$ cat src/design/mac_io_config.svh
`ifndef MAC_IO_CONFIG_SVH
`define MAC_IO_CONFIG_SVH

// ============================================================
// VIA register numbers
// ============================================================
`define VIA_REG_PORTB     4'h0
`define VIA_REG_PORTA_HS  4'h1
`define VIA_REG_DDRB      4'h2
`define VIA_REG_DDRA      4'h3
`define VIA_REG_T1CL      4'h4
`define VIA_REG_T1CH      4'h5
`define VIA_REG_T1LL      4'h6
`define VIA_REG_T1LH      4'h7
`define VIA_REG_T2CL      4'h8
`define VIA_REG_T2CH      4'h9
`define VIA_REG_SR        4'hA
`define VIA_REG_ACR       4'hB
`define VIA_REG_PCR       4'hC
`define VIA_REG_IFR       4'hD
`define VIA_REG_IER       4'hE
`define VIA_REG_PORTA     4'hF

// IFR bit positions
`define INT_ONESEC        0
`define INT_VBLANK        1
`define INT_KEYREADY      2
`define INT_KEYBIT        3
`define INT_KEYCLK        4
`define INT_T2            5
`define INT_T1            6

`define VBLANKS_PER_SEC   60
`define TIMER_DIV_BITS    5       // Timer strobe every 32 clocks
`define PORTA_RESET       8'h7F
`define PORTB_RESET       8'hFF
`define ACR_SR_EXT_IN     3'b011  // Shift in under external clock
`define ACR_SR_OUT        3'b111  // Shift out under external clock

// Address map, byte addresses
`define IWM_HACK_ADDR     24'hDFFDFE
`define IWM_HACK_DATA     16'h1F1F
`define RAM_BASE_NORMAL   24'h600000
`define VIA_PAD_BYTE      8'hEF
`define VIA_IDLE_BYTE     8'hBE

`endif
$ cat src/design/mac_io_pkg.sv
`default_nettype none

package mac_io_pkg;

  typedef logic [23:1] cpu_waddr_t;   // 68000 word address
  typedef logic [15:0] cpu_word_t;    // Bus data word
  typedef logic [7:0]  via_byte_t;    // VIA sits on the high byte lane
  typedef logic [3:0]  via_reg_t;     // RS3..RS0 from A12:A9
  typedef logic [6:0]  via_irq_vec_t; // IFR / IER without bit 7
  typedef logic [15:0] timer_count_t;
  typedef logic [2:0]  ipl_t;         // Active low

  typedef struct packed {
    cpu_waddr_t addr;
    logic       rw;      // 1 = read
    logic       uds_n;
    logic       lds_n;
    cpu_word_t  wdata;
  } cpu_bus_t;

  typedef struct packed {
    logic rom;
    logic ram;
    logic scsi;
    logic scc;
    logic iwm;
    logic via;
  } chip_sel_t;

  typedef struct packed {
    via_reg_t  reg_sel;
    logic      wr;       // One clock per write cycle
    logic      rd;       // Level for the whole read
    via_byte_t wdata;
  } via_access_t;

  typedef struct packed {
    logic t2_set;
    logic t2_clr;
    logic kbd_set;
  } irq_event_t;

endpackage

`default_nettype wire

$ cat src/design/mac_io_top.sv
`timescale 1ns/10ps
`default_nettype none

module mac_io_top (
  input  wire                     clk_cpu,
  input  wire                     reset,
  input  mac_io_pkg::cpu_bus_t    cpu_bus_i,
  input  mac_io_pkg::cpu_word_t   rom_rdata_i,
  input  mac_io_pkg::cpu_word_t   ram_rdata_i,
  input  wire                     vsync_i,
  input  wire                     hsync_i,
  input  mac_io_pkg::via_byte_t   kbd_in_data_i,
  input  wire                     kbd_in_strobe_i,
  output mac_io_pkg::cpu_word_t   cpu_din_o,
  output mac_io_pkg::chip_sel_t   mem_sel_o,
  output mac_io_pkg::cpu_waddr_t  ram_addr_o,
  output mac_io_pkg::ipl_t        ipl_n_o,
  output mac_io_pkg::via_byte_t   kbd_out_data_o,
  output logic                    kbd_out_strobe_o,
  output logic                    audio_o
);
  import mac_io_pkg::*;

  // ============================================================
  // Interconnect
  // ============================================================
  via_access_t  via_acc;     // Decoded VIA access, to every VIA block
  via_byte_t    via_rdata;
  logic         overlay_n;   // Port A bit 4
  logic [2:0]   acr_sr_mode;
  via_byte_t    timer_rdata;
  via_byte_t    sr;
  via_irq_vec_t ifr;
  via_irq_vec_t ier;
  irq_event_t   t2_evt;      // Only the T2 fields are live
  logic         kbd_set;
  irq_event_t   irq_evt;

  // Merge datapath events for the interrupt block
  assign irq_evt = '{t2_set: t2_evt.t2_set, t2_clr: t2_evt.t2_clr, kbd_set: kbd_set};

  mac_bus_ctrl u_bus_ctrl (
    .cpu_bus_i   (cpu_bus_i),
    .overlay_n_i (overlay_n),
    .via_rdata_i (via_rdata),
    .rom_rdata_i (rom_rdata_i),
    .ram_rdata_i (ram_rdata_i),
    .mem_sel_o   (mem_sel_o),
    .ram_addr_o  (ram_addr_o),
    .via_acc_o   (via_acc),
    .cpu_din_o   (cpu_din_o)
  );

  via_port_regs u_port_regs (
    .clk_cpu       (clk_cpu),
    .reset         (reset),
    .via_acc_i     (via_acc),
    .hsync_i       (hsync_i),
    .timer_rdata_i (timer_rdata),
    .sr_i          (sr),
    .ifr_i         (ifr),
    .ier_i         (ier),
    .via_rdata_o   (via_rdata),
    .overlay_n_o   (overlay_n),
    .acr_sr_mode_o (acr_sr_mode),
    .audio_o       (audio_o)
  );

  via_timers u_timers (
    .clk_cpu       (clk_cpu),
    .reset         (reset),
    .via_acc_i     (via_acc),
    .timer_rdata_o (timer_rdata),
    .t2_evt_o      (t2_evt)
  );

  via_shift_kbd u_shift_kbd (
    .clk_cpu          (clk_cpu),
    .reset            (reset),
    .via_acc_i        (via_acc),
    .acr_sr_mode_i    (acr_sr_mode),
    .kbd_in_data_i    (kbd_in_data_i),
    .kbd_in_strobe_i  (kbd_in_strobe_i),
    .sr_o             (sr),
    .kbd_out_data_o   (kbd_out_data_o),
    .kbd_out_strobe_o (kbd_out_strobe_o),
    .kbd_set_o        (kbd_set)
  );

  via_irq_ctrl u_irq_ctrl (
    .clk_cpu   (clk_cpu),
    .reset     (reset),
    .via_acc_i (via_acc),
    .irq_evt_i (irq_evt),
    .vsync_i   (vsync_i),
    .ifr_o     (ifr),
    .ier_o     (ier),
    .ipl_n_o   (ipl_n_o)
  );

endmodule

`default_nettype wire

$ cat src/design/via_irq_ctrl.sv
`timescale 1ns/10ps
`default_nettype none

`include "mac_io_config.svh"

module via_irq_ctrl (
  input  wire                       clk_cpu,
  input  wire                       reset,
  input  mac_io_pkg::via_access_t   via_acc_i,
  input  mac_io_pkg::irq_event_t    irq_evt_i,
  input  wire                       vsync_i,
  output mac_io_pkg::via_irq_vec_t  ifr_o,
  output mac_io_pkg::via_irq_vec_t  ier_o,
  output mac_io_pkg::ipl_t          ipl_n_o
);
  import mac_io_pkg::*;

  via_irq_vec_t ifr_nxt;
  logic         vsync_q;
  logic [5:0]   vsync_cnt;   // Vblanks in the current second
  logic         vblank;
  logic         onesec;

  assign vblank = vsync_q & ~vsync_i;   // Falling edge
  assign onesec = vblank & (vsync_cnt == 6'(`VBLANKS_PER_SEC - 1));

  // ============================================================
  // Next flag value, set events last
  // ============================================================
  always_comb begin
    ifr_nxt = ifr_o;
    if (via_acc_i.wr && via_acc_i.reg_sel == `VIA_REG_IFR)
      ifr_nxt = ifr_nxt & ~via_acc_i.wdata[6:0];    // Write 1 to clear
    if (via_acc_i.rd) begin
      case (via_acc_i.reg_sel)
        `VIA_REG_PORTB: begin
          ifr_nxt[`INT_KEYCLK] = 1'b0;
          ifr_nxt[`INT_KEYBIT] = 1'b0;
        end
        `VIA_REG_SR:    ifr_nxt[`INT_KEYREADY] = 1'b0;
        `VIA_REG_PORTA: begin
          ifr_nxt[`INT_ONESEC] = 1'b0;
          ifr_nxt[`INT_VBLANK] = 1'b0;
        end
        default: ;
      endcase
    end
    if (irq_evt_i.t2_clr)  ifr_nxt[`INT_T2]       = 1'b0;
    if (irq_evt_i.t2_set)  ifr_nxt[`INT_T2]       = 1'b1;
    if (irq_evt_i.kbd_set) ifr_nxt[`INT_KEYREADY] = 1'b1;
    if (vblank)            ifr_nxt[`INT_VBLANK]   = 1'b1;
    if (onesec)            ifr_nxt[`INT_ONESEC]   = 1'b1;
  end

  always_ff @(posedge clk_cpu) begin
    if (reset) begin
      ifr_o     <= '0;
      ier_o     <= '0;
      vsync_q   <= 1'b0;
      vsync_cnt <= '0;
    end else begin
      ifr_o   <= ifr_nxt;
      vsync_q <= vsync_i;
      if (vblank) vsync_cnt <= onesec ? 6'd0 : vsync_cnt + 1'b1;
      // Bit 7 picks set or clear
      if (via_acc_i.wr && via_acc_i.reg_sel == `VIA_REG_IER) begin
        if (via_acc_i.wdata[7]) ier_o <= ier_o | via_acc_i.wdata[6:0];
        else                    ier_o <= ier_o & ~via_acc_i.wdata[6:0];
      end
    end
  end

  // Single autovector level
  assign ipl_n_o = |(ifr_o & ier_o) ? 3'b110 : 3'b111;

endmodule

`default_nettype wire

$ cat src/design/via_shift_kbd.sv
`timescale 1ns/10ps
`default_nettype none

`include "mac_io_config.svh"

module via_shift_kbd (
  input  wire                      clk_cpu,
  input  wire                      reset,
  input  mac_io_pkg::via_access_t  via_acc_i,
  input  wire [2:0]                acr_sr_mode_i,
  input  mac_io_pkg::via_byte_t    kbd_in_data_i,
  input  wire                      kbd_in_strobe_i,
  output mac_io_pkg::via_byte_t    sr_o,
  output mac_io_pkg::via_byte_t    kbd_out_data_o,
  output logic                     kbd_out_strobe_o,
  output logic                     kbd_set_o
);
  import mac_io_pkg::*;

  logic sr_wr;     // CPU write to SR
  logic kbd_load;  // Byte from keyboard
  logic kbd_send;  // Byte to keyboard

  assign sr_wr    = via_acc_i.wr & (via_acc_i.reg_sel == `VIA_REG_SR);
  assign kbd_load = kbd_in_strobe_i & (acr_sr_mode_i == `ACR_SR_EXT_IN);
  assign kbd_send = sr_wr & (acr_sr_mode_i == `ACR_SR_OUT);

  always_ff @(posedge clk_cpu) begin
    if (reset) begin
      sr_o             <= '0;
      kbd_out_strobe_o <= 1'b0;
    end else begin
      kbd_out_strobe_o <= kbd_send;                  // High one clock after the write
      if (sr_wr)    sr_o <= via_acc_i.wdata;
      if (kbd_load) sr_o <= kbd_in_data_i;           // Keyboard wins a collision
    end
  end

  assign kbd_out_data_o = sr_o;
  assign kbd_set_o      = kbd_load | kbd_send;       // Byte in or byte gone, both KEYREADY

endmodule

`default_nettype wire

$ cat src/design/via_timers.sv
`timescale 1ns/10ps
`default_nettype none

`include "mac_io_config.svh"

module via_timers (
  input  wire                      clk_cpu,
  input  wire                      reset,
  input  mac_io_pkg::via_access_t  via_acc_i,
  output mac_io_pkg::via_byte_t    timer_rdata_o,
  output mac_io_pkg::irq_event_t   t2_evt_o
);
  import mac_io_pkg::*;

  timer_count_t               t1_count;    // Plain storage, not counted
  timer_count_t               t1_latch;
  via_byte_t                  t2_latch_lo;
  timer_count_t               t2_count;
  logic                       t2_armed;
  logic [`TIMER_DIV_BITS-1:0] clk_div;
  logic                       tick;        // Divided timer strobe
  logic                       t2_load;
  logic                       t2_fire;

  assign tick    = (clk_div == '0);
  assign t2_load = via_acc_i.wr & (via_acc_i.reg_sel == `VIA_REG_T2CH);
  assign t2_fire = tick & t2_armed & (t2_count == '0);

  always_ff @(posedge clk_cpu) begin
    if (reset) begin
      t1_count    <= '0;
      t1_latch    <= '0;
      t2_latch_lo <= '0;
      t2_count    <= '0;
      t2_armed    <= 1'b0;
      clk_div     <= '0;
      t2_evt_o.t2_set <= 1'b0;
    end else begin
      clk_div         <= clk_div + 1'b1;   // Free running
      t2_evt_o.t2_set <= t2_fire;          // One clock pulse
      if (tick) t2_count <= t2_count - 1'b1;
      if (t2_fire) t2_armed <= 1'b0;       // One-shot
      if (via_acc_i.wr) begin
        case (via_acc_i.reg_sel)
          `VIA_REG_T1CL: t1_count[7:0]  <= via_acc_i.wdata;
          `VIA_REG_T1CH: t1_count[15:8] <= via_acc_i.wdata;
          `VIA_REG_T1LL: t1_latch[7:0]  <= via_acc_i.wdata;
          `VIA_REG_T1LH: t1_latch[15:8] <= via_acc_i.wdata;
          `VIA_REG_T2CL: t2_latch_lo    <= via_acc_i.wdata;
          default: ;
        endcase
      end
      if (t2_load) begin                   // High byte write starts T2
        t2_count <= {via_acc_i.wdata, t2_latch_lo};
        t2_armed <= 1'b1;
      end
    end
  end

  // Flag clears on T2 start or low-byte read
  assign t2_evt_o.t2_clr  = t2_load |
                            (via_acc_i.rd & (via_acc_i.reg_sel == `VIA_REG_T2CL));
  assign t2_evt_o.kbd_set = 1'b0;

  always_comb begin
    case (via_acc_i.reg_sel)
      `VIA_REG_T1CL: timer_rdata_o = t1_count[7:0];
      `VIA_REG_T1CH: timer_rdata_o = t1_count[15:8];
      `VIA_REG_T1LL: timer_rdata_o = t1_latch[7:0];
      `VIA_REG_T1LH: timer_rdata_o = t1_latch[15:8];
      `VIA_REG_T2CL: timer_rdata_o = t2_count[7:0];
      `VIA_REG_T2CH: timer_rdata_o = t2_count[15:8];
      default:       timer_rdata_o = 8'h00;
    endcase
  end

endmodule

`default_nettype wire

$ cat src/design/via_port_regs.sv
`timescale 1ns/10ps
`default_nettype none

`include "mac_io_config.svh"

module via_port_regs (
  input  wire                        clk_cpu,
  input  wire                        reset,
  input  mac_io_pkg::via_access_t    via_acc_i,
  input  wire                        hsync_i,
  input  mac_io_pkg::via_byte_t      timer_rdata_i,
  input  mac_io_pkg::via_byte_t      sr_i,
  input  mac_io_pkg::via_irq_vec_t   ifr_i,
  input  mac_io_pkg::via_irq_vec_t   ier_i,
  output mac_io_pkg::via_byte_t      via_rdata_o,
  output logic                       overlay_n_o,
  output logic [2:0]                 acr_sr_mode_o,
  output logic                       audio_o
);
  import mac_io_pkg::*;

  via_byte_t port_a;
  via_byte_t port_b;
  logic      ddr_b0;   // Only B0 direction is kept
  via_byte_t acr;
  logic      irq_none;

  always_ff @(posedge clk_cpu) begin
    if (reset) begin
      port_a <= `PORTA_RESET;
      port_b <= `PORTB_RESET;
      ddr_b0 <= 1'b1;
      acr    <= '0;
    end else if (via_acc_i.wr) begin
      case (via_acc_i.reg_sel)
        `VIA_REG_PORTB: port_b <= via_acc_i.wdata;
        `VIA_REG_DDRB:  ddr_b0 <= via_acc_i.wdata[0];
        `VIA_REG_ACR:   acr    <= via_acc_i.wdata;
        `VIA_REG_PORTA: port_a <= via_acc_i.wdata;
        default: ;                                   // Owned by other blocks
      endcase
    end
  end

  assign overlay_n_o   = port_a[4];
  assign acr_sr_mode_o = acr[4:2];   // SR mode field
  assign audio_o       = port_b[7];  // Crude sound bit
  assign irq_none      = ~|(ifr_i & ier_i);

  // ============================================================
  // Read mux
  // ============================================================
  always_comb begin
    case (via_acc_i.reg_sel)
      `VIA_REG_PORTB: via_rdata_o = {port_b[7], ~hsync_i, 3'b000, port_b[2:1],
                                     ddr_b0 & port_b[0]};   // Mouse and RTC read 0
      `VIA_REG_DDRB:  via_rdata_o = {7'b1000011, ddr_b0};
      `VIA_REG_DDRA:  via_rdata_o = 8'h7F;
      `VIA_REG_T1CL, `VIA_REG_T1CH, `VIA_REG_T1LL, `VIA_REG_T1LH,
      `VIA_REG_T2CL, `VIA_REG_T2CH:
                      via_rdata_o = timer_rdata_i;
      `VIA_REG_SR:    via_rdata_o = sr_i;
      `VIA_REG_ACR:   via_rdata_o = acr;
      `VIA_REG_PCR:   via_rdata_o = 8'h00;
      `VIA_REG_IFR:   via_rdata_o = {irq_none, ifr_i};
      `VIA_REG_IER:   via_rdata_o = {1'b0, ier_i};
      `VIA_REG_PORTA: via_rdata_o = {1'b0, port_a[6:0]};    // SCC wreq reads 0
      default:        via_rdata_o = `VIA_IDLE_BYTE;
    endcase
  end

endmodule

`default_nettype wire

$ cat src/design/mac_bus_ctrl.sv
`timescale 1ns/10ps
`default_nettype none

`include "mac_io_config.svh"

module mac_bus_ctrl (
  input  mac_io_pkg::cpu_bus_t     cpu_bus_i,
  input  wire                      overlay_n_i,
  input  mac_io_pkg::via_byte_t    via_rdata_i,
  input  mac_io_pkg::cpu_word_t    rom_rdata_i,
  input  mac_io_pkg::cpu_word_t    ram_rdata_i,
  output mac_io_pkg::chip_sel_t    mem_sel_o,
  output mac_io_pkg::cpu_waddr_t   ram_addr_o,
  output mac_io_pkg::via_access_t  via_acc_o,
  output mac_io_pkg::cpu_word_t    cpu_din_o
);
  import mac_io_pkg::*;

  logic        overlaid;    // ROM mirrored at 0 until port A bit 4 drops
  logic [23:0] byte_addr;
  logic [23:0] ram_byte;
  logic        via_access;

  assign overlaid  = ~overlay_n_i;
  assign byte_addr = {cpu_bus_i.addr, 1'b0};

  // ============================================================
  // Address decode on A23:A20
  // ============================================================
  always_comb begin
    mem_sel_o = '0;
    casez (cpu_bus_i.addr[23:20])
      4'b00??: begin
        if (overlaid) mem_sel_o.ram = 1'b1;
        else          mem_sel_o.rom = 1'b1;
      end
      4'b0100: mem_sel_o.rom  = ~cpu_bus_i.addr[17];              // 128k ROM window
      4'b0101: mem_sel_o.scsi = (cpu_bus_i.addr[19:12] == 8'h80);
      4'b0110: mem_sel_o.ram  = ~overlaid;
      4'b10?1: mem_sel_o.scc  = 1'b1;
      4'b1101: mem_sel_o.iwm  = 1'b1;
      4'b1110: mem_sel_o.via  = 1'b1;
      default: mem_sel_o = '0;                                    // Unmapped
    endcase
  end

  // RAM offset depends on overlay
  assign ram_byte   = byte_addr - (overlaid ? 24'h000000 : `RAM_BASE_NORMAL);
  assign ram_addr_o = ram_byte[23:1];

  // VIA on the upper byte lane only
  assign via_access        = mem_sel_o.via & ~cpu_bus_i.uds_n;
  assign via_acc_o.reg_sel = cpu_bus_i.addr[12:9];
  assign via_acc_o.wr      = via_access & ~cpu_bus_i.rw;
  assign via_acc_o.rd      = via_access & cpu_bus_i.rw;
  assign via_acc_o.wdata   = cpu_bus_i.wdata[15:8];

  // ============================================================
  // CPU data-in mux, highest priority first
  // ============================================================
  always_comb begin
    if (mem_sel_o.via)
      cpu_din_o = {via_rdata_i, `VIA_PAD_BYTE};
    else if (byte_addr == `IWM_HACK_ADDR)
      cpu_din_o = `IWM_HACK_DATA;             // Fake IWM status
    else if (cpu_bus_i.addr[23])
      cpu_din_o = '0;                         // Other peripherals read 0
    else if (mem_sel_o.ram)
      cpu_din_o = ram_rdata_i;
    else if (mem_sel_o.rom)
      cpu_din_o = rom_rdata_i;
    else
      cpu_din_o = '0;
  end

endmodule

`default_nettype wire

$ cat config.mk
export PLATFORM = sky130hd
export DESIGN_NAME = mac_io_top
export DESIGN_NICKNAME = d
export VERILOG_FILES = /design/src/design/mac_io_pkg.sv /design/src/design/mac_io_top.sv /design/src/design/via_irq_ctrl.sv /design/src/design/via_shift_kbd.sv /design/src/design/via_timers.sv /design/src/design/via_port_regs.sv /design/src/design/mac_bus_ctrl.sv
export VERILOG_INCLUDE_DIRS = /design/src /design/src/design
export SDC_FILE = /design/constraint.sdc
export NUM_CORES = 1
export LEC_CHECK = 0
export BUFFER_PORTS_ARGS = -buffer_cell sky130_fd_sc_hd__buf_2
export CAP_MARGIN = 15
export CORE_MARGIN = 10
export CORE_UTILIZATION = 40
export CTS_CLUSTER_SIZE = 10
export DETAILED_ROUTE_END_ITERATION = 8
export SLEW_MARGIN = 30
export SYNTH_ARGS = -nofsm -noshare
export SYNTH_HDL_FRONTEND = slang
export SYNTH_SLANG_ARGS = --single-unit
$ cat constraint.sdc
create_clock -name clk_cpu -period 2.63 [get_ports clk_cpu]
set_input_delay 0.1315 -clock clk_cpu [delete_from_list [all_inputs] [get_ports clk_cpu]]
set_output_delay 0.1315 -clock clk_cpu [all_outputs]
set_load 0.05 [all_outputs]
# Yosys cells after proc, flatten, opt, wreduce, memory -nomap -nowiden
# Cells that the tools add are included.
# totals
output_inout_bits	58
in_bits	87
elab_cells	132
regBits	117
# classes
n_mux	35
bitwise	25
n_eq_ne	25
add_sub_neg	4
reduce_logical	22
# op_table
op	count
$mux W16	7
$pmux W8 S10	1
$pmux W8 S6	1
$eq A4 B4 Y1 const B	10
$eq A4 B3 Y1 const B	7
$sub A24 B24 Y24	1
$eq A23 B23 Y1 const B	1
$mux W23	1
$and A7 B7 Y7	3
$reduce_and A2 Y1	9
$logic_not A16 Y1	1
$mux W8	2
$sub A16 B1 Y16 const B	1
$mux W1	15
$and A1 B1 Y1	13
$mux W6	2
$eq A4 B2 Y1 const B	2
$eq A8 B8 Y1 const B	1
$mux W7	1
$not A7 Y7	1
$or A7 B7 Y7	1
$reduce_or A7 Y1	1
$add A6 B1 Y6 const B	1
$eq A3 B3 Y1 const B	2
other kinds (16)	26

# Logic depth before layout (Yosys ltp)
# Gate-level depths: netlist of run 1.
# logic_depth
word_depth	9
depth_mapped	8
ltp_nobuf	7

# Cells and area by module
# From an unflattened synthesis of run 1, not the netlist that was laid out.
# hier_totals
hier_cells	797
hier_area_um2	6792.8
# by_module_without_submodules
mod	n_inst	area_each_um2	cells_each	seq_area_each_um2
via_timers	1	3045.4	338	1261.2
via_port_regs	1	1402.6	178	400.4
via_irq_ctrl	1	1038.5	114	420.4
mac_bus_ctrl	1	800.8	107	0.0
via_shift_kbd	1	505.5	60	180.2

# Worst setup path after synthesis of run 1
# OpenSTA, ideal clock, no wires.
# synth_path
path_kind	input to output
from	input cpu_bus_i[30] (netlist name)
to	output mem_sel_o[3] (netlist name)
path_slack_ns	0.035
path_buffers	2
t_required_ns	2.499
stages	4
t_arrival_ns	2.464
cell_sequence	clkbuf_1 > clkbuf_1 > or4_1 > nor4_1
# synth_lines
element	line_no	rtl
from (decl)	mac_io_top.sv:7	input mac_io_pkg::cpu_bus_t cpu_bus_i,
to (decl)	mac_io_top.sv:15	output mac_io_pkg::chip_sel_t mem_sel_o,

# Worst setup path after layout of run 1
# layout_path
from	register u_port_regs.acr[5]
to	output cpu_din_o[13]
# layout_via
elab_chain_cells	2
# layout_lines
element	line_no	rtl
from (decl)	via_port_regs.sv:25	via_byte_t acr;
from (signal assigned)	via_port_regs.sv:38	`VIA_REG_ACR: acr <= via_acc_i.wdata;
$pmux W8 S10	via_port_regs.sv:54	case (via_acc_i.reg_sel)
$mux W16	mac_bus_ctrl.sv:62	if (mem_sel_o.via)
to (decl)	mac_io_top.sv:14	output mac_io_pkg::cpu_word_t cpu_din_o,
# Every way passes these cells.

==> run summary, run 1 <==
vias in the first global route - 6106
Clock Skew - 6.518 ps
final non-filler cell total - 1139
Worst-path clk slew - 50 ps
placed cell count - 1099
core area - 15260 sq um
synthesized area - 6253 sq um
initial antenna violation count - 0
Syn Inst Count - 804
pwr/cell area - 708.2 nW/um^2
htree depth - 4
CP Launch Point - u_port_regs.acr[5]
CP Data Arrival Time - 2250 ps
first-pass GRT wire length - 35990 um
Hold WS - 12.02 ps
drt total wl - 23070 um
Synth Register Bits - 113
antenna cells - 0
Setup TNS - 0 ps
setup ws final - 247.2 ps
worst slack at placement - 336.7 ps
leading area contributor after synthesis - dfxtp_1
pin count of the biggest net entering global routing - 58
Final GP Congestion - 0.8879
Async SR Flop Fraction - 0
Max-Cap Viols - 0
Max Freq - 419.7 MHz
Max-slew headroom - 0.5557
Initial Util - 0.4098
DP Wirelength - 16560 um
Final Setup Violations - 0
YS warnings - 0
Worst-Skew Late Latency - 430 ps
clk root buf - clkbuf_16
crit path kind - flop to output port
RSZ-0062 raised after global routing - false
DR pass1 iterations - 6
most frequent cells after synthesis - 128 x nand2_1, 113 x dfxtp_1, 80 x nand3_1
CTS tree - built
NumNets Final - 1008
Max Slew Vio Count - 0
Final Core Density - 0.5090
largest cells by area after synthesis - dfxtp_1 36%, nand2_1 7.7%, nand3_1 6.4%, a21oi_1 5.8%, nor2_1 3.4%
# resized after CTS - 0
number of synthesized flops with an enable pin - 0
iteration-0 DRC count of the detailed router - 759
Site Rows - 45
status - complete, no violations
R2R Path Start - u_timers.clk_div[0]
Critical Path RT - 2500 ps
CTS Buf Count - 17
Die ar. - 21040 sq um
sequential fraction of the synthesis area - 0.3617
Final Hold Fails - 0
crit start category - flop
Worst Path Max Fanout - 2
vias per cell - 5.710
Worst Hold Class - primary input to flop
leakage power total - 3.071 nW
All-Layer GR Usage - 0.2129
Final min period - 2383 ps
DIE WIDTH - 145.0 um
maximum vdd drop - 0.4212 mV
GRT overflow - 0
Post-synth top flop - dfxtp_1
critical path capture point type - output port
Die Ht - 145.0 um
syn_area_per_cell - 7.778 sq um
share of cells above drive strength 1 - 0.2435
PortBufs - 133
Via Count - 6504
Avg WL per Cell - 20.25 um
Hold Path Origin - kbd_in_data_i[6]
synth unique cells - 63
Yosys top cell area share - 0.3617
clk buf depth - 2
antenna viol nets, final - 0
DR DRC count - 0
part of the cycle the worst path needs - 0.9060
Clock Sinks - 113
most common cell in the netlist - nand2_1
Worst-Margin Slew - 666.4 ps
area delta synth->final - 24.19%
IO Pins - 145
[placed cells by master (no fill, tap or decap), types with 14 or more instances in the layout]
| cell type | n |
|---|---|
| a21oi_1 | 72 |
| dfxtp_1 | 113 |
| inv_1 | 14 |
| a211oi_1 | 14 |
| a22oi_1 | 24 |
| nand2_1 | 128 |
| nand3_1 | 80 |
| nor2b_1 | 14 |
| clkbuf_16 | 17 |
| buf_4 | 34 |
| nor2_1 | 57 |
| buf_2 | 132 |
| mux2i_1 | 18 |
[kinds of logic (layout without fill, tap and decap cells)]
| kind of cell | Yosys count | after routing | synth area share |
|---|---|---|---|
| AOI/OAI and AO/OA | 181 | 181 | 0.1909 |
| buffers and inverters | 99 | 222 | 0.07643 |
| xor gates and xnor gates | 23 | 23 | 0.03221 |
| adders and majority gates | 6 | 6 | 0.01321 |
| other | 1 | 2 | 0.0005997 |
| and+or+nand+nor | 358 | 358 | 0.2871 |
| muxes | 23 | 23 | 0.03781 |
| DFF | 113 | 113 | 0.3617 |
[registers in the layout, summed over array words and instances (netlist names), named ones only]
| name | cells |
|---|---|
| u_timers.t1_count | 16 |
| u_timers.t1_latch | 16 |
| u_timers.t2_count | 16 |
| u_port_regs.acr | 8 |
| u_shift_kbd.kbd_out_data_o | 8 |
| u_timers.t2_latch_lo | 8 |
| u_irq_ctrl.ifr_o | 7 |
| u_port_regs.port_a | 7 |
| u_irq_ctrl.vsync_cnt | 6 |
| u_timers.clk_div | 5 |
| u_port_regs.port_b | 4 |
| u_irq_ctrl.vsync_q | 1 |
| u_port_regs.ddr_b0 | 1 |
| u_shift_kbd.kbd_out_strobe_o | 1 |
| u_timers.t2_armed | 1 |
| u_timers.t2_evt_o | 1 |
[final cells by class]
type	count	area [sq um]
Tap cell	211	264.0
Timing Repair Buffer	175	1016
Clock buffer	22	484.2
Multi-Input combinational cell	593	3528
Fill cell	1485	7492
Clock inverter	10	155.1
Sequential cell	113	2262
Inverter	15	56.30
[metrics by stage]
stage | area [sq um] | total power [W]
after floorplan | 6257 | 0.002729
after global placement | 7047 | 0.003024
after detailed placement | 7047 | 0.003027
after CTS | 7766 | 0.005513
after global routing | 7766 | 0.005701
final | 7766 | 0.005500
[final timing paths]
kind,to,slack [ps],depth (start not counted)
setup / recovery,cpu_din_o[13],250,6
hold / removal,u_shift_kbd.kbd_out_data_o[6],10,3
setup reg to reg,u_timers.t2_count[5],600,7
hold reg to reg,u_timers.t1_latch[14],450,2
[where the power goes]
| part | leakage, nW | switching, W | internal, W |
|---|---|---|---|
| Clock | 0.312 | 0.000808 | 0.00168 |
| Sequential | 0.914 | 0.000149 | 0.00181 |
| Combinational | 1.85 | 0.000639 | 0.000423 |
[worst max-delay path, stage by stage, from the launching register on]
cell	delay, ps
dfxtp_1	320
mux2_2	260
and3_1	180
a311oi_1	260
a31oi_1	160
or3_1	420
buf_2	230
[per-layer routing]
| layer | global-route usage | vias to the layer above | part of all wire |
|---|---|---|---|
| met2 | 0.3359 | 347 | 0.46 |
| met3 | 0.05557 | 40 | 0.099 |
| met1 | 0.2687 | 3039 | 0.41 |
| li1 | - | 3078 | - |
| met4 | 0.08887 | 0 | 0.028 |
| met5 | 0 | - | 0 |
[timing repair]
item / CTS / global route
endpoints found under the hold margin: 8 / 0
hold buffers: 8 / 0
buffers inserted: 0 / 0
(Power assumes the default switching activity.)
==> run 2: changes to the inputs <==
--- a/config.mk
+++ b/config.mk
@@ -8,6 +8,7 @@
 export LEC_CHECK = 0
 export BUFFER_PORTS_ARGS = -buffer_cell sky130_fd_sc_hd__buf_2
 export CAP_MARGIN = 15
+export CORE_ASPECT_RATIO = 1.4
 export CORE_MARGIN = 10
 export CORE_UTILIZATION = 40
 export CTS_CLUSTER_SIZE = 10
==> run 2 against run 1 <==
Non-clock buffer count decreased by 12. Register-to-register slack gained 50 ps. Global-route usage barely moved. Count of clock-buffer cells in the layout down 1. Die area grew 0.34%. Utilization down 1.9 points. Fmax increased by 2.4%. Clock skew up 2.0 ps. Final cell count down 2.4%. Critical endpoint unchanged.
==> run summary, run 2 (synthesis gave the netlist of run 1 again) <==
Net Sw Frac - 0.2964
Max-slew headroom - 0.4917
part of the cycle the worst path needs - 0.8850
Clock Sinks - 113
Comb pwr share - 0.197
All-Layer GR Usage - 0.2127
crit path kind - flop to output port
# resized after CTS - 0
DIE WIDTH - 125.7 um
CTS Buf Count - 17
CP Data Arrival Time - 2200 ps
PortBufs - 133
Reg power frac - 0.367
CP peak stage delay - 380 ps
drt total wl - 23180 um
Die ar. - 21110 sq um
leakage power total - 2.996 nW
crit-path cells - mux2_2 > and3_1 > a311oi_1 > a31oi_1 > or3_1 > buf_2
Clock Skew - 8.474 ps
Max-Cap Viols - 0
Die Ht - 167.9 um
DR DRC count - 0
Final Setup Violations - 0
Final GP Congestion - 0.9386
iteration-0 DRC count of the detailed router - 584
GRT overflow - 0
Post CTS Setup Buffer Count - 0
Worst-Margin Slew - 762.5 ps
IO Pins - 145
Via Count - 6423
most frequent cells in the layout - 132 x buf_2, 128 x nand2_1, 113 x dfxtp_1
Max Slew Vio Count - 0
Worst-path clk slew - 50 ps
Worst Hold Class - primary input to flop
area delta synth->final - 21.29%
antenna viol nets, final - 0
crit start category - flop
initial antenna violation count - 0
status - complete, no violations
Setup TNS - 0 ps
hold_buf cts - 1
largest registers - u_timers.t1_count (16), u_timers.t1_latch (16), u_timers.t2_count (16)
maximum vdd drop - 0.4369 mV
placed cell count - 1079
Site Rows - 54
clk buf depth - 2
vias per cell - 5.776
Worst Path Max Fanout - 2
Max Freq - 429.6 MHz
antenna cells - 0
Final min period - 2328 ps
most common cell after layout, fill and taps aside - buf_2
DP Wirelength - 17110 um
CTS tree - built
CP top delay family - simple AND/OR/NAND/NOR gates
CP Buf/Inv Count - 1
pwr/cell area - 702.0 nW/um^2
first-pass GRT wire length - 35830 um
NumNets Final - 996
slowest stage cell, crit path - or3_1
Worst-Skew Late Latency - 420 ps
Avg WL per Cell - 20.85 um
Pint - 0.003746 W
DR pass1 iterations - 5
Initial Util - 0.4042
vias in the first global route - 6314
Fillers - 1535
switching pwr - 0.001578 W
core area - 15470 sq um
final non-filler cell total - 1112
share of cells above drive strength 1 - 0.2402
RSZ-0062 raised after global routing - false
clk root buf - clkbuf_16
Critical Path RT - 2500 ps
critical path capture point type - output port
htree depth - 4
Clock power frac - 0.436
Final Hold Fails - 0
pin count of the biggest net entering global routing - 71
-- run 2: worst register-to-register path, stage by stage (launching register included) --
cell      delay [ps]
dfxtp_1          330
inv_1             60
ha_1             140
nor4b_4          440
nand2_1          130
or4_1            430
xor2_1           160
a211oi_2         200
-- run 2: path summary, 6_finish.rpt --
kind	start	endpoint	slack [ps]	cells past startpoint
setup / recovery	u_port_regs.port_a[5]	cpu_din_o[13]	300	6
hold / removal	kbd_in_data_i[4]	u_shift_kbd.kbd_out_data_o[4]	8	3
setup reg to reg	u_timers.clk_div[0]	u_timers.t2_count[5]	650	7
hold reg to reg	u_timers.t1_latch[14]	u_timers.t1_latch[14]	450	2
-- run 2: metal layers --
| metal | vias up | share of wire | track usage | routed length (um) |
|---|---|---|---|---|
| li1 | 3057 | - | - | - |
| met1 | 3005 | 0.38 | 0.2371 | 8745 |
| met2 | 297 | 0.49 | 0.3597 | 11410 |
| met3 | 64 | 0.084 | 0.05468 | 1952 |
| met4 | 0 | 0.046 | 0.1200 | 1072 |
| met5 | - | 0 | 0 | 0 |
-- run 2: final cells by class --
| type | count | area, sq um | area share |
|---|---|---|---|
| tap | 196 | 245.2 | 0.03233 |
| clock inverter | 11 | 136.4 | 0.01798 |
| multi-input combinational | 593 | 3528 | 0.4652 |
| clock buffer | 21 | 460.4 | 0.06071 |
| inverter | 15 | 56.30 | 0.007423 |
| timing repair buffer | 163 | 895.9 | 0.1181 |
| sequential | 113 | 2262 | 0.2983 |
-- run 2: stage by stage --
stage / area, sq um / util / setup WS, ps / total power [W] / hold WS (ps)
2_1_floorplan: 6257 / - / 34.76 / 0.002729 / 259.7
3_3_place_gp: 6978 / 0.4510 / 337.5 / 0.003019 / 373.4
3_5_place_dp: 6978 / 0.4510 / 333.9 / 0.003025 / 387.2
4_1_cts: 7585 / 0.4902 / 291.6 / 0.005353 / 0.4176
5_1_grt: 7585 / 0.4902 / 188.0 / 0.005527 / 11.80
6_report: 7585 / 0.4902 / 302.5 / 0.005325 / 7.522
-- run 2: power groups by stage --
stage               clock [W]  combinational (W)  sequential (W)
floorplan                   0           0.000799         0.00193
global placement            0            0.00104         0.00198
detailed placement          0            0.00104         0.00198
CTS                   0.00235            0.00105         0.00195
global route          0.00243            0.00114         0.00196
finish                0.00232            0.00105         0.00195
